**src/rtl/miniCorePkg.sv**
```systemverilog
/*
  Shared widths, depths and encodings of the RV32I back end
  Only the listed major opcodes are executed and any other one decodes as a bubble
  InBufDepth must stay a power of two so the buffer pointers wrap on their own
*/
package miniCorePkg;

  // ==============================
  // Data path widths
  // ==============================
  localparam int XLen = 32;

  typedef logic [XLen-1:0] xlenT;  // Register values, PC, immediates
  typedef logic [4:0]      regAddrT;

  // ==============================
  // Buffer and credit depths
  // ==============================
  localparam int InBufDepth = 2;   // Decode buffer slots, sender credits after reset
  localparam int InBufPtrW  = $clog2(InBufDepth);
  localparam int OutCredits = 4;   // Records the consumer can absorb
  localparam int OutCntW    = $clog2(OutCredits + 1);

  typedef logic [InBufPtrW-1:0] bufPtrT;
  typedef logic [InBufPtrW:0]   bufCntT;   // One extra bit to hold a full count
  typedef logic [OutCntW-1:0]   outCntT;

  // ==============================
  // Encodings
  // ==============================
  typedef enum logic [6:0] {
    OpReg    = 7'b0110011,  // R-type ALU
    OpImm    = 7'b0010011,  // I-type ALU
    OpLui    = 7'b0110111,
    OpAuipc  = 7'b0010111,
    OpBranch = 7'b1100011
  } opcodeT;

  typedef enum logic [3:0] {
    AluAdd,
    AluSub,
    AluSlt,
    AluSltu,
    AluSll,
    AluSrl,
    AluSra,
    AluXor,
    AluOr,
    AluAnd
  } aluOpT;

  typedef enum logic [2:0] {
    BrNone,   // Not a branch
    BrEq,
    BrNe,
    BrLt,
    BrGe,
    BrLtu,
    BrGeu
  } branchOpT;

endpackage

```
**src/rtl/miniCoreRegFile.sv**
```systemverilog
`timescale 1ns/100ps
/*
  32-entry register file with x0 hard-wired to zero
  A write is visible on the read ports in the same cycle
*/
module miniCoreRegFile (
  input  logic                 Clock,
  input  logic                 rstN,
  input  miniCorePkg::regAddrT rdAddr1,
  input  miniCorePkg::regAddrT rdAddr2,
  input  logic                 wrEn,
  input  miniCorePkg::regAddrT wrAddr,
  input  miniCorePkg::xlenT    wrData,
  output miniCorePkg::xlenT    rdData1,
  output miniCorePkg::xlenT    rdData2
);

  miniCorePkg::xlenT regs [1:31];  // x0 has no storage

  always_ff @(posedge Clock) begin
    if (!rstN) begin
      for (int i = 1; i < 32; i++) begin
        regs[i] <= '0;
      end
    end else if (wrEn && (wrAddr != '0)) begin
      regs[wrAddr] <= wrData;  // Writes to x0 dropped
    end
  end

  // Read ports with write bypass
  assign rdData1 = (rdAddr1 == '0)                  ? '0     :
                   (wrEn && (wrAddr == rdAddr1))    ? wrData :  // Same-cycle write
                                                      regs[rdAddr1];

  assign rdData2 = (rdAddr2 == '0)                  ? '0     :
                   (wrEn && (wrAddr == rdAddr2))    ? wrData :
                                                      regs[rdAddr2];

endmodule

```
**src/rtl/miniCoreDecode.sv**
```systemverilog
`timescale 1ns/100ps
/*
  Two-entry instruction buffer whose head is the Q101 stage
  The sender holds one credit per free slot and an overflow is not checked here
  instCredit is a registered pulse, one cycle after the head leaves
  Unsupported opcodes and reserved branch funct3 values leave as bubbles
*/
module miniCoreDecode (
  input  logic                  Clock,
  input  logic                  rstN,
  input  logic                  instValid,
  input  miniCorePkg::xlenT     inst,
  input  miniCorePkg::xlenT     instPc,
  input  logic                  ready,
  input  miniCorePkg::xlenT     rfData1,
  input  miniCorePkg::xlenT     rfData2,
  output logic                  instCredit,
  output miniCorePkg::regAddrT  rfAddr1,
  output miniCorePkg::regAddrT  rfAddr2,
  output logic                  validQ102H,
  output miniCorePkg::xlenT     pcQ102H,
  output miniCorePkg::xlenT     immQ102H,
  output miniCorePkg::xlenT     preRegRdData1Q102H,
  output miniCorePkg::xlenT     preRegRdData2Q102H,
  output miniCorePkg::regAddrT  regSrc1Q102H,
  output miniCorePkg::regAddrT  regSrc2Q102H,
  output miniCorePkg::regAddrT  regDstQ102H,
  output logic                  regWrEnQ102H,
  output miniCorePkg::aluOpT    aluOpQ102H,
  output miniCorePkg::branchOpT branchOpQ102H,
  output logic                  selAluPcQ102H,
  output logic                  selAluImmQ102H,
  output logic                  luiQ102H
);

  miniCorePkg::xlenT     bufInst [miniCorePkg::InBufDepth];
  miniCorePkg::xlenT     bufPc   [miniCorePkg::InBufDepth];
  miniCorePkg::bufPtrT   wrPtr, rdPtr;
  miniCorePkg::bufCntT   bufCnt;
  logic                  pop;
  miniCorePkg::xlenT     headInst, immI, immU, immB, imm;
  miniCorePkg::opcodeT   opcode;
  miniCorePkg::aluOpT    aluOp;
  miniCorePkg::branchOpT branchOp;
  logic                  legal, wrEn, selPc, selImm, lui;

  // ==============================
  // Instruction buffer
  // ==============================
  assign pop = ready && (bufCnt != '0);  // Head moves on to Q102

  always_ff @(posedge Clock) begin
    if (!rstN) begin
      wrPtr      <= '0;
      rdPtr      <= '0;
      bufCnt     <= '0;
      instCredit <= 1'b0;
    end else begin
      if (instValid) wrPtr <= wrPtr + 1'b1;
      if (pop)       rdPtr <= rdPtr + 1'b1;
      case ({instValid, pop})
        2'b10:   bufCnt <= bufCnt + 1'b1;
        2'b01:   bufCnt <= bufCnt - 1'b1;
        default: ;                        // Push and pop cancel out
      endcase
      instCredit <= pop;                  // Slot freed
    end
  end

  always_ff @(posedge Clock) begin
    if (instValid) begin
      bufInst[wrPtr] <= inst;
      bufPc[wrPtr]   <= instPc;
    end
  end

  // ==============================
  // Q101 decode
  // ==============================
  assign headInst = bufInst[rdPtr];
  assign opcode   = miniCorePkg::opcodeT'(headInst[6:0]);
  assign rfAddr1  = headInst[19:15];
  assign rfAddr2  = headInst[24:20];

  assign immI = {{20{headInst[31]}}, headInst[31:20]};
  assign immU = {headInst[31:12], 12'b0};
  assign immB = {{19{headInst[31]}}, headInst[31], headInst[7], headInst[30:25],
                 headInst[11:8], 1'b0};

  // funct3 and bit 30 to ALU op, SUB only for register ops
  function automatic miniCorePkg::aluOpT aluDecode(input logic [2:0] f3, input logic alt,
                                                   input logic isReg);
    case (f3)
      3'b000:  return (alt && isReg) ? miniCorePkg::AluSub : miniCorePkg::AluAdd;
      3'b001:  return miniCorePkg::AluSll;
      3'b010:  return miniCorePkg::AluSlt;
      3'b011:  return miniCorePkg::AluSltu;
      3'b100:  return miniCorePkg::AluXor;
      3'b101:  return alt ? miniCorePkg::AluSra : miniCorePkg::AluSrl;
      3'b110:  return miniCorePkg::AluOr;
      default: return miniCorePkg::AluAnd;
    endcase
  endfunction

  always_comb begin
    legal    = 1'b1;
    wrEn     = 1'b0;
    selPc    = 1'b0;
    selImm   = 1'b0;
    lui      = 1'b0;
    imm      = immI;
    aluOp    = miniCorePkg::AluAdd;  // Also the target adder for branches
    branchOp = miniCorePkg::BrNone;
    case (opcode)
      miniCorePkg::OpReg: begin
        wrEn  = 1'b1;
        aluOp = aluDecode(headInst[14:12], headInst[30], 1'b1);
      end
      miniCorePkg::OpImm: begin
        wrEn   = 1'b1;
        selImm = 1'b1;
        aluOp  = aluDecode(headInst[14:12], headInst[30], 1'b0);
      end
      miniCorePkg::OpLui: begin
        wrEn   = 1'b1;
        selImm = 1'b1;
        lui    = 1'b1;
        imm    = immU;
      end
      miniCorePkg::OpAuipc: begin
        wrEn   = 1'b1;
        selPc  = 1'b1;
        selImm = 1'b1;
        imm    = immU;
      end
      miniCorePkg::OpBranch: begin
        selPc  = 1'b1;
        selImm = 1'b1;
        imm    = immB;
        case (headInst[14:12])
          3'b000:  branchOp = miniCorePkg::BrEq;
          3'b001:  branchOp = miniCorePkg::BrNe;
          3'b100:  branchOp = miniCorePkg::BrLt;
          3'b101:  branchOp = miniCorePkg::BrGe;
          3'b110:  branchOp = miniCorePkg::BrLtu;
          3'b111:  branchOp = miniCorePkg::BrGeu;
          default: legal    = 1'b0;   // Reserved funct3
        endcase
      end
      default: legal = 1'b0;          // Bubble
    endcase
  end

  // ==============================
  // Q101 to Q102 registers
  // ==============================
  always_ff @(posedge Clock) begin
    if (!rstN) begin
      validQ102H   <= 1'b0;
      regWrEnQ102H <= 1'b0;
    end else if (ready) begin
      validQ102H   <= pop && legal;         // Empty buffer gives a bubble
      regWrEnQ102H <= pop && legal && wrEn;
    end
  end

  always_ff @(posedge Clock) begin
    if (ready) begin
      pcQ102H            <= bufPc[rdPtr];
      immQ102H           <= imm;
      preRegRdData1Q102H <= rfData1;        // Forwarding fixes these up at Q102
      preRegRdData2Q102H <= rfData2;
      regSrc1Q102H       <= rfAddr1;
      regSrc2Q102H       <= rfAddr2;
      regDstQ102H        <= headInst[11:7];
      aluOpQ102H         <= aluOp;
      branchOpQ102H      <= branchOp;
      selAluPcQ102H      <= selPc;
      selAluImmQ102H     <= selImm;
      luiQ102H           <= lui;
    end
  end

endmodule

```
**src/rtl/miniCoreExe.sv**
```systemverilog
`timescale 1ns/100ps
/*
  Q102 execute with forwarding from Q103 and Q104
  The Q104 write stays stable during a stall, so forwarding from it holds too
  A branch sends PC plus immediate through the ALU as its target
*/
module miniCoreExe (
  input  logic                  Clock,
  input  logic                  rstN,
  input  logic                  ready,
  input  logic                  validQ102H,
  input  miniCorePkg::xlenT     pcQ102H,
  input  miniCorePkg::xlenT     immQ102H,
  input  miniCorePkg::xlenT     preRegRdData1Q102H,
  input  miniCorePkg::xlenT     preRegRdData2Q102H,
  input  miniCorePkg::regAddrT  regSrc1Q102H,
  input  miniCorePkg::regAddrT  regSrc2Q102H,
  input  miniCorePkg::regAddrT  regDstQ102H,
  input  logic                  regWrEnQ102H,
  input  miniCorePkg::aluOpT    aluOpQ102H,
  input  miniCorePkg::branchOpT branchOpQ102H,
  input  logic                  selAluPcQ102H,
  input  logic                  selAluImmQ102H,
  input  logic                  luiQ102H,
  input  miniCorePkg::regAddrT  regDstQ104H,
  input  logic                  regWrEnQ104H,
  input  miniCorePkg::xlenT     regWrDataQ104H,
  output logic                  validQ103H,
  output miniCorePkg::xlenT     aluOutQ103H,
  output miniCorePkg::regAddrT  regDstQ103H,
  output logic                  regWrEnQ103H,
  output logic                  isBranchQ103H,
  output logic                  branchCondMetQ103H
);

  logic              hazQ103Src1, hazQ104Src1, hazQ103Src2, hazQ104Src2;
  miniCorePkg::xlenT regRdData1, regRdData2, aluIn1, aluIn2, aluOut;
  logic [4:0]        shamt;
  logic              condMet;

  // ==============================
  // Hazards and forwarding
  // ==============================
  assign hazQ103Src1 = regWrEnQ103H && (regSrc1Q102H == regDstQ103H) && (regSrc1Q102H != '0);
  assign hazQ104Src1 = regWrEnQ104H && (regSrc1Q102H == regDstQ104H) && (regSrc1Q102H != '0);
  assign hazQ103Src2 = regWrEnQ103H && (regSrc2Q102H == regDstQ103H) && (regSrc2Q102H != '0);
  assign hazQ104Src2 = regWrEnQ104H && (regSrc2Q102H == regDstQ104H) && (regSrc2Q102H != '0);

  assign regRdData1 = hazQ103Src1 ? aluOutQ103H    :  // Newest writer first
                      hazQ104Src1 ? regWrDataQ104H :
                                    preRegRdData1Q102H;
  assign regRdData2 = hazQ103Src2 ? aluOutQ103H    :
                      hazQ104Src2 ? regWrDataQ104H :
                                    preRegRdData2Q102H;

  assign aluIn1 = selAluPcQ102H  ? pcQ102H  : regRdData1;  // AUIPC and branches
  assign aluIn2 = selAluImmQ102H ? immQ102H : regRdData2;
  assign shamt  = aluIn2[4:0];                             // Low 5 bits only

  // ==============================
  // ALU
  // ==============================
  always_comb begin
    case (aluOpQ102H)
      miniCorePkg::AluSub:  aluOut = aluIn1 - aluIn2;
      miniCorePkg::AluSlt:  aluOut = {31'b0, $signed(aluIn1) < $signed(aluIn2)};
      miniCorePkg::AluSltu: aluOut = {31'b0, aluIn1 < aluIn2};
      miniCorePkg::AluSll:  aluOut = aluIn1 << shamt;
      miniCorePkg::AluSrl:  aluOut = aluIn1 >> shamt;
      miniCorePkg::AluSra:  aluOut = $signed(aluIn1) >>> shamt;
      miniCorePkg::AluXor:  aluOut = aluIn1 ^ aluIn2;
      miniCorePkg::AluOr:   aluOut = aluIn1 | aluIn2;
      miniCorePkg::AluAnd:  aluOut = aluIn1 & aluIn2;
      default:              aluOut = aluIn1 + aluIn2;  // ADD, AUIPC, branch target
    endcase
    if (luiQ102H) aluOut = aluIn2;                     // LUI passes the U-immediate
  end

  // Branch compare on the forwarded register values
  always_comb begin
    case (branchOpQ102H)
      miniCorePkg::BrEq:  condMet = (regRdData1 == regRdData2);
      miniCorePkg::BrNe:  condMet = (regRdData1 != regRdData2);
      miniCorePkg::BrLt:  condMet = ($signed(regRdData1) < $signed(regRdData2));
      miniCorePkg::BrGe:  condMet = ($signed(regRdData1) >= $signed(regRdData2));
      miniCorePkg::BrLtu: condMet = (regRdData1 < regRdData2);
      miniCorePkg::BrGeu: condMet = (regRdData1 >= regRdData2);
      default:            condMet = 1'b0;
    endcase
  end

  // ==============================
  // Q102 to Q103 registers
  // ==============================
  always_ff @(posedge Clock) begin
    if (!rstN) begin
      validQ103H   <= 1'b0;
      regWrEnQ103H <= 1'b0;
    end else if (ready) begin
      validQ103H   <= validQ102H;
      regWrEnQ103H <= regWrEnQ102H;  // Already low for bubbles
    end
  end

  always_ff @(posedge Clock) begin
    if (ready) begin
      aluOutQ103H        <= aluOut;
      regDstQ103H        <= regDstQ102H;
      isBranchQ103H      <= validQ102H && (branchOpQ102H != miniCorePkg::BrNone);
      branchCondMetQ103H <= condMet;
    end
  end

endmodule

```
**src/rtl/miniCoreResult.sv**
```systemverilog
`timescale 1ns/100ps
/*
  Q104 result stage with output credits and the core ready
  A credit is spent in the cycle the record is presented
  While stalled Q104 keeps its write, which only rewrites the same value
*/
module miniCoreResult (
  input  logic                 Clock,
  input  logic                 rstN,
  input  logic                 resultCreditReturn,
  input  logic                 validQ103H,
  input  miniCorePkg::xlenT    aluOutQ103H,
  input  miniCorePkg::regAddrT regDstQ103H,
  input  logic                 regWrEnQ103H,
  input  logic                 isBranchQ103H,
  input  logic                 branchCondMetQ103H,
  output logic                 ready,
  output miniCorePkg::regAddrT regDstQ104H,
  output logic                 regWrEnQ104H,
  output miniCorePkg::xlenT    regWrDataQ104H,
  output logic                 resultValid,
  output miniCorePkg::regAddrT resultRd,
  output miniCorePkg::xlenT    resultData,
  output logic                 resultIsBranch,
  output logic                 resultTaken,
  output miniCorePkg::xlenT    resultTarget
);

  miniCorePkg::outCntT creditCnt;
  logic                creditOk, send;

  // ==============================
  // Output credits and ready
  // ==============================
  // A credit must be left after the record now on the output
  assign creditOk = resultValid ? (creditCnt > miniCorePkg::outCntT'(1)) : (creditCnt != '0);
  assign send     = validQ103H && creditOk;
  assign ready    = !validQ103H || creditOk;  // Freeze only with a record waiting

  always_ff @(posedge Clock) begin
    if (!rstN) begin
      creditCnt    <= miniCorePkg::outCntT'(miniCorePkg::OutCredits);
      resultValid  <= 1'b0;
      regWrEnQ104H <= 1'b0;
    end else begin
      resultValid <= send;                     // One cycle per record
      if (ready) regWrEnQ104H <= regWrEnQ103H;
      case ({resultValid, resultCreditReturn})
        2'b10:   creditCnt <= creditCnt - 1'b1;
        2'b01:   creditCnt <= creditCnt + 1'b1;
        default: ;                             // Spend and return cancel
      endcase
    end
  end

  // ==============================
  // Q103 to Q104 registers
  // ==============================
  always_ff @(posedge Clock) begin
    if (ready) begin
      regDstQ104H    <= regDstQ103H;
      regWrDataQ104H <= aluOutQ103H;
      resultIsBranch <= isBranchQ103H;
      resultTaken    <= branchCondMetQ103H;
    end
  end

  // Output record
  assign resultRd     = regDstQ104H;
  assign resultData   = regWrDataQ104H;
  assign resultTarget = regWrDataQ104H;  // Same word, resultIsBranch tells which

endmodule

```
**src/rtl/miniCoreTop.sv**
```systemverilog
`timescale 1ns/100ps
/*
  RV32I back end from Q101 decode to Q104 write-back
  Credited instruction input and credited result output
  A taken branch squashes nothing behind it
*/
module miniCoreTop (
  input  logic                 Clock,
  input  logic                 rstN,
  input  logic                 instValid,
  input  miniCorePkg::xlenT    inst,
  input  miniCorePkg::xlenT    instPc,
  output logic                 instCredit,
  output logic                 resultValid,
  output miniCorePkg::regAddrT resultRd,
  output miniCorePkg::xlenT    resultData,
  output logic                 resultIsBranch,
  output logic                 resultTaken,
  output miniCorePkg::xlenT    resultTarget,
  input  logic                 resultCreditReturn
);

  logic                  ready;
  miniCorePkg::regAddrT  rfAddr1, rfAddr2;
  miniCorePkg::xlenT     rfData1, rfData2;
  // Q102
  logic                  validQ102H, regWrEnQ102H, selAluPcQ102H, selAluImmQ102H, luiQ102H;
  miniCorePkg::xlenT     pcQ102H, immQ102H, preRegRdData1Q102H, preRegRdData2Q102H;
  miniCorePkg::regAddrT  regSrc1Q102H, regSrc2Q102H, regDstQ102H;
  miniCorePkg::aluOpT    aluOpQ102H;
  miniCorePkg::branchOpT branchOpQ102H;
  // Q103
  logic                  validQ103H, regWrEnQ103H, isBranchQ103H, branchCondMetQ103H;
  miniCorePkg::xlenT     aluOutQ103H;
  miniCorePkg::regAddrT  regDstQ103H;
  // Q104 write-back
  logic                  regWrEnQ104H;
  miniCorePkg::regAddrT  regDstQ104H;
  miniCorePkg::xlenT     regWrDataQ104H;

  miniCoreDecode uDecode (
    .Clock, .rstN, .instValid, .inst, .instPc, .ready, .rfData1, .rfData2,
    .instCredit, .rfAddr1, .rfAddr2, .validQ102H, .pcQ102H, .immQ102H,
    .preRegRdData1Q102H, .preRegRdData2Q102H, .regSrc1Q102H, .regSrc2Q102H,
    .regDstQ102H, .regWrEnQ102H, .aluOpQ102H, .branchOpQ102H,
    .selAluPcQ102H, .selAluImmQ102H, .luiQ102H
  );

  miniCoreExe uExe (
    .Clock, .rstN, .ready, .validQ102H, .pcQ102H, .immQ102H,
    .preRegRdData1Q102H, .preRegRdData2Q102H, .regSrc1Q102H, .regSrc2Q102H,
    .regDstQ102H, .regWrEnQ102H, .aluOpQ102H, .branchOpQ102H,
    .selAluPcQ102H, .selAluImmQ102H, .luiQ102H,
    .regDstQ104H, .regWrEnQ104H, .regWrDataQ104H,
    .validQ103H, .aluOutQ103H, .regDstQ103H, .regWrEnQ103H,
    .isBranchQ103H, .branchCondMetQ103H
  );

  miniCoreResult uResult (
    .Clock, .rstN, .resultCreditReturn, .validQ103H, .aluOutQ103H, .regDstQ103H,
    .regWrEnQ103H, .isBranchQ103H, .branchCondMetQ103H, .ready,
    .regDstQ104H, .regWrEnQ104H, .regWrDataQ104H, .resultValid, .resultRd,
    .resultData, .resultIsBranch, .resultTaken, .resultTarget
  );

  // Read at Q101, written from Q104
  miniCoreRegFile uRegFile (
    .Clock,
    .rstN,
    .rdAddr1 (rfAddr1),
    .rdAddr2 (rfAddr2),
    .wrEn    (regWrEnQ104H),
    .wrAddr  (regDstQ104H),
    .wrData  (regWrDataQ104H),
    .rdData1 (rfData1),
    .rdData2 (rfData2)
  );

endmodule

```
**config.mk**
```make
export PLATFORM = sky130hd
export DESIGN_NAME = miniCoreTop
export DESIGN_NICKNAME = d
export VERILOG_FILES = /design/src/rtl/miniCorePkg.sv /design/src/rtl/miniCoreRegFile.sv /design/src/rtl/miniCoreDecode.sv /design/src/rtl/miniCoreExe.sv /design/src/rtl/miniCoreResult.sv /design/src/rtl/miniCoreTop.sv
export SDC_FILE = /design/constraint.sdc
export NUM_CORES = 2
export LEC_CHECK = 0
export ABC_AREA = 1
export BUFFER_PORTS_ARGS = -buffer_cell sky130_fd_sc_hd__buf_2
export CAP_MARGIN = 20
export CORE_ASPECT_RATIO = 0.7
export CORE_MARGIN = 1.5
export CORE_UTILIZATION = 35
export DETAILED_ROUTE_END_ITERATION = 10
export PLACE_DENSITY = 0.53
export SLEW_MARGIN = 10
export SYNTH_ARGS = -nofsm -noshare
export SYNTH_HDL_FRONTEND = slang
export SYNTH_SLANG_ARGS = --single-unit
```
**constraint.sdc**
```tcl
create_clock -name Clock -period 19.4 [get_ports Clock]
set_input_delay 0 -clock Clock [delete_from_list [all_inputs] [get_ports Clock]]
set_output_delay 0 -clock Clock [all_outputs]
set_load 0.05 [all_outputs]
```
Word-level counts from Yosys, hierarchy flattened --
Memory sizes are Yosys's and may differ from the RTL's. A register that Yosys moved wholly into a read port is not among the register bits. Cells that the tools add are included.
Storage, ports and cells: register bits after elaboration 213, bits in writable memories 1120, input port bits 68, memories kept 3
Memory list:
- uRegFile.regs | words 31, bits a word 32, read ports 2, clocked after memory_dff 0, wr ports 31, line miniCoreRegFile.sv:18 | miniCorePkg::xlenT regs [1:31];
- uDecode.bufInst | words 2, bits a word 32, read ports 1, clocked after memory_dff 1, wr ports 1, line miniCoreDecode.sv:36 | miniCorePkg::xlenT bufInst [miniCorePkg::InBufDepth];
- uDecode.bufPc | words 2, bits a word 32, read ports 1, clocked after memory_dff 1, wr ports 1, line miniCoreDecode.sv:37 | miniCorePkg::xlenT bufPc [miniCorePkg::InBufDepth];
Operators by class: add/subtract/negate cells 8, magnitude comparators 7, eq/ne operators 39, shift operators 3, mux-type cells 38, bitwise operators 3, reduce and logical (&&, ||, !) cells 35
Operator list (number):
- two-way mux 32 bit | 10
- case mux 32 bit (9 select lines) | 1
- less-than comparator 32 bit | 4
- >= comparator 32 bit | 2
- case mux 31 bit (2 select lines) | 1
- case mux 4 bit (7 select lines) | 2
- adder 32 bit | 1
- bitwise AND 32 bit | 1
- equality test 32 bit | 1
- != test 32 bit | 1
- bitwise OR 32 bit | 1
- OR reduction 32 bit | 1
- left shift 32 x 5 -> 32 bit | 1
- >> shifter 32 x 5 -> 32 bit | 1
- >>> shifter 32 x 5 -> 32 bit | 1
- subtractor 32 bit | 1
- bitwise XOR 32 bit | 1
- equality test 5 bit | 6
- equality test 3 bit (second input constant) | 7
- case mux 3 bit (6 select lines) | 1
- equality test 4 x 3 -> 1 bit (second input constant) | 4
- logical AND 1 bit | 16
- two-way mux 1 bit | 16
- nonzero test 5 bit | 3
- 32 further kinds | 49

Longest topological paths before layout --
depth after elaboration 9, depth in mapped cells 38, depth with buffers taken out 35

Hierarchy --
From an unflattened synthesis, not the netlist that was laid out.
Second synthesis, totals: cells, all modules 10934, area total of the unflattened synthesis 84959.0 µm²
Modules (own cells, without submodules):
- miniCoreRegFile | times used 1, cells an instance 7425, area an instance 58379.7 µm², sequential area each 30749.5 µm²
- miniCoreExe | times used 1, cells an instance 2725, area an instance 14406.3 µm², sequential area each 1211.2 µm²
- miniCoreDecode | times used 1, cells an instance 634, area an instance 10158.5 µm², sequential area each 8598.2 µm²
- miniCoreResult | times used 1, cells an instance 150, area an instance 2014.4 µm², sequential area each 1271.2 µm²

Worst setup path before layout --
OpenSTA, ideal clock, no wires.
path type register to register, start point reg uResult.resultValid, end point reg uDecode.bufCnt[1], setup time 0.121 ns, arrival 7.731 ns, path slack 11.548 ns, stages on the path, launching flop included 11, path buffers 0, period minus slack after synthesis 7.852 ns, cells stage by stage dfxtp_1 -> inv_1 -> o31ai_1 -> nor2_1 -> inv_1 -> o21ai_0 -> inv_1 -> ha_1 -> nor2_1 -> and3_1 -> nor3_1
On the way: word-level cells in the longest chain between the ends 5, elaborated cells on any way between the ends 7, those cells by class eq/ne: 2; mux: 2; reduce/logical: 3
RTL lines:
- start: declaration | line miniCoreResult.sv:21 | output logic resultValid,
- start signal: assignment | line miniCoreResult.sv:46 | resultValid <= send;
- two-way mux 1 bit * | line miniCoreResult.sv:36 | assign creditOk = resultValid ? (creditCnt > miniCorePkg::outCntT'(1)) : (creditCnt != '0);
- logical OR 1 bit * | line miniCoreResult.sv:38 | assign ready = !validQ103H || creditOk;
- named net ready | line miniCoreTop.sv:23 | logic ready;
- logical AND 1 bit * | line miniCoreDecode.sv:50 | assign pop = ready && (bufCnt != '0);
- named net uDecode.pop | line miniCoreDecode.sv:40 | logic pop;
- equality test 2 x 1 -> 1 bit or equality test 2 bit (tied branches) | line miniCoreDecode.sv:61 | case ({instValid, pop})
- case mux 2 bit (2 select lines) or nonzero test 2 bit (tied branches)
- end signal: assignment | line miniCoreDecode.sv:62 | 2'b10: bufCnt <= bufCnt + 1'b1;
- end signal: assignment | line miniCoreDecode.sv:63 | 2'b01: bufCnt <= bufCnt - 1'b1;
- end: declaration | line miniCoreDecode.sv:39 | miniCorePkg::bufCntT bufCnt;
Mark *: on every way through the listed nets, which the timed path passes. The rest lies on a longest branch. A chain may end at the register's enable or synchronous reset.

Worst setup path in the final report --
start point reg uResult.regDstQ104H[3], end point reg uExe.aluOutQ103H[22], data pin
On the way: word-level cells in the longest chain between the ends 9, elaborated cells on any way between the ends 22, those cells by class add/sub: 2; eq/ne: 2; shift: 3; mux: 8; bitwise: 3; reduce/logical: 4
RTL lines:
- start: declaration | line miniCoreResult.sv:18 | output miniCorePkg::regAddrT regDstQ104H,
- start signal: assignment | line miniCoreResult.sv:61 | regDstQ104H <= regDstQ103H;
- equality test 5 bit (on tied branches) | line miniCoreExe.sv:45, miniCoreExe.sv:47
- logical AND 1 bit (on tied branches) (2 in series) | line miniCoreExe.sv:45, miniCoreExe.sv:47
- two-way mux 32 bit (on tied branches) | line miniCoreExe.sv:50, miniCoreExe.sv:53
- two-way mux 32 bit (on tied branches) | line miniCoreExe.sv:49, miniCoreExe.sv:52
- two-way mux 32 bit (on tied branches) | line miniCoreExe.sv:56, miniCoreExe.sv:57
- adder 32 bit, or another cell as far along | line miniCoreExe.sv:74 | default: aluOut = aluIn1 + aluIn2;
- case mux 32 bit (9 select lines) | line miniCoreExe.sv:64 | case (aluOpQ102H)
- two-way mux 32 bit * | line miniCoreExe.sv:76 | if (luiQ102H) aluOut = aluIn2;
- named net uExe.aluOut[22] | line miniCoreExe.sv:37 | miniCorePkg::xlenT regRdData1, regRdData2, aluIn1, aluIn2, aluOut;
- end signal: assignment | line miniCoreExe.sv:107 | aluOutQ103H <= aluOut;
- end: declaration | line miniCoreExe.sv:29 | output miniCorePkg::xlenT aluOutQ103H,
Marked as above.

==> out/qor.yml <==
clk_pin_slew_worst_paths_ns: 0.07
cts_buffers: 153
place.gp.congestion: 1.07
slowest_delay_ns: 0.89
die_y_um: 404
synthMuxAreaShare_pct: 0.0995
cts_max_level: 4
fmax_ghz: 0.144
multi_input_area_mm2: 0.0331
drive_gt1_share_pct: 7.74
setup_tns_ns: 0
hold_viol: 0
dp_hpwl_um: 245000
synthSimpleGateAreaFrac_pct: 18.5
holdPathStages: 2
vias: 76609
grt_max_degree: 246
status: "complete, no violations"
antenna_found_initial: 15
r2r_setup_slack_ns: 12.44
row_count: 147
cellPowerDensity_mw_per_mm2: 174
start_util_pct: 35.2
crit_family: "compound AO/OA/AOI/OAI gates"
cts_tree: "done"
route.detailed.drc: 0
avgSynthCellArea_um2: 8.38
regArea_mm2: 0.0418
final_net_count: 9651
syn2layout_area_growth_pct: 11.7
ir_worst_vdd_mv: 0.111
reg2reg_depth: 27
cp_common_cell: "nand2_1"
grt_overflow: 0
via_per_inst: 6.07
grt_first_pass_wirelength_um: 522000
ys_seq_area_share_pct: 52.0
wl_per_cell_um: 29.7
synth_cell_types: 59
crit_fanout: 63
pin_count: 141
startpoint_type: "flip-flop"
asyncSetResetFlopFracSynth_pct: 0
holdWs_ns: 0.0435
power_mw: 15.7
required_ns: 19.96
worstSetupPathType: "reg -> reg"
cp_num_cells: 27
ys_seq_elements: 1398
critPathArrivalTime_ns: 7.52
synth_edf_count: 1383
cts.path.max_buffers: 4
ant_nets: 0
drt_iter0_markers: 13387
fp.dieW_um: 576
ctsRootBufferMaster: "clkbuf_16"
cpMaxStageDelayCell: "o21ai_0"
leakagePower_nw: 35.0
synth_compound_area_share_pct: 19.7
maxSlewViolCount: 0
track_usage_pct: 31.1
wl_um: 375000
netlist_instances: 9596
numClockSinks: 1398
clk_latency_ns: 0.83
num-fill-cells: 22945
clock-skew-final_ns: 0.0584
synth_fa_ha_area_share_pct: 2.15
fin_crit_sh_pct: 35.9
core_mm2: 0.229
grt_pass1_vias: 68814
slew_headroom_pct: 9.85
ys_warn_count: 0
grt_setup_unrepaired: "no"
finalSetupViolations: 0
path_buf_inv: 5
yosys.area_share.xor_xnor_pct: 0.240
hold_class: "in -> reg"
max-cap-violations: 0
io_buffers: 140
worstMarginPinSlew_ns: 1.34
dr.pass1.iters: 8
die_area_mm2: 0.233
final.min_clock_period_ns: 6.96
synth-main-ff-cell: "edfxtp_1"
worstSetupEndpointType: "flip-flop"
synth_top_family_by_area: "compound AO/OA/AOI/OAI gates"
syn_area_mm2: 0.0805
state kept, by name, indices dropped and copies added, names as in the netlist, 4 cells and up, named ones only:
signal / flops
uRegFile.regs: 1024
uDecode.regSrc1Q102H: 5
uDecode.aluOpQ102H: 4
uDecode.preRegRdData2Q102H: 32
uDecode.bufPc: 64
uExe.regDstQ103H: 5
uDecode.immQ102H: 32
uResult.regWrDataQ104H: 32
uDecode.bufInst: 64
uResult.regDstQ104H: 5
uDecode.regSrc2Q102H: 5
uExe.aluOutQ103H: 32
uDecode.pcQ102H: 32
uDecode.regDstQ102H: 5
uDecode.preRegRdData1Q102H: 32
timing repair:
item / 4_1_cts / 5_1_grt
hold buffers: 131 / 0
setup buffers: 0 / 0
hold endpoints to repair: 190 / 0
gates resized for setup: 0 / 0
report_power, final:
group / internal (mW) / total [mW] / switching, mW / leakage, nW
clock network: 1.63 / 2.91 / 1.28 / 2.32
registers: 3.78 / 4.22 / 0.433 / 14.3
logic: 2.01 / 8.55 / 6.54 / 18.3
total: 7.43 / 15.7 / 8.25 / 35.0
per-stage QoR:
stage	std cells	util [%]	worst slack, ns	area, um2
5_1_grt	12604	39.3	12.34	89900
6_report	12611	39.3	12.44	89900
3_5_place_dp	12208	36.6	12.88	83700
3_3_place_gp	12207	36.6	12.97	83700
4_1_cts	12598	39.2	12.83	89800
2_1_floorplan	9627	-	11.55	80600
Yosys cell counts, types with 59 or more instances:
| master | instances | area [um2] |
|---|---|---|
| inv_1 | 610 | 2290 |
| nand2_1 | 1096 | 4110 |
| edfxtp_1 | 1383 | 41500 |
| a21oi_1 | 698 | 3490 |
| o221ai_1 | 210 | 1840 |
| nor2_1 | 1756 | 6590 |
| o22ai_1 | 59 | 369 |
| nand3_1 | 620 | 3100 |
| o21ai_0 | 1735 | 8680 |
| clkbuf_1 | 670 | 2510 |
| o211ai_1 | 70 | 526 |
| ha_1 | 135 | 1690 |
| buf_2 | 74 | 370 |
final cells by class:
cell class,count,area share (%)
Tap cell,3054,4.25
Antenna cell,7,0.0195
Inverter,660,2.82
Clock buffer,180,4.51
Clock inverter,79,0.728
Sequential cell,1398,46.5
Timing Repair Buffer,495,4.30
Multi-Input combinational cell,6738,36.8
worst reg2reg max path: cells and delay by family (launching register included):
family | cells | cell delay, ns
AND/OR/NAND/NOR | 13 | 1.82
buffers and inverters | 5 | 1.47
flip-flops | 1 | 0.63
AO/OA/AOI/OAI | 8 | 2.19
adder cells (fa/ha/maj) | 1 | 0.59
layer usage:
layer,part of all wire (%),GRT usage (%)
met1,44,48.2
met2,38,40.4
met3,15,9.91
met4,2.9,8.46
met5,0.064,0
path summary, 6_finish.rpt:
kind	from	to
setup / recovery	uResult.regDstQ104H[3]$_DFFE_PP_	uExe.aluOutQ103H[22]$_DFFE_PP_
hold / removal	inst[20]	uDecode.bufInst[0][20]$_DFFE_PP_
setup reg to reg	uResult.regDstQ104H[3]$_DFFE_PP_	uExe.aluOutQ103H[22]$_DFFE_PP_
hold reg to reg	uDecode.regDstQ102H[3]$_DFFE_PP_	uExe.regDstQ103H[3]$_DFFE_PP_
logic make-up after synthesis:
group / after synthesis
AO/OA/AOI/OAI: 2901
XOR/XNOR: 22
other: 1
flip-flops: 1398
AND/OR/NAND/NOR: 3638
multiplexers: 8
buffers and inverters: 1491
adder cells (fa/ha/maj): 137
layout by cell type (no fill, tap or decap), types with 59 or more instances in the layout:
master	instances
inv_1	600
o221ai_1	210
a21oi_1	698
o211ai_1	70
nor2_1	1750
ha_1	135
nand2_1	1053
o21ai_0	1729
buf_2	141
clkbuf_16	159
edfxtp_1	1383
o22ai_1	59
dlygate4sd3_1	131
buf_4	210
clkinv_1	65
nand3_1	619
(Power assumes the default switching activity.)
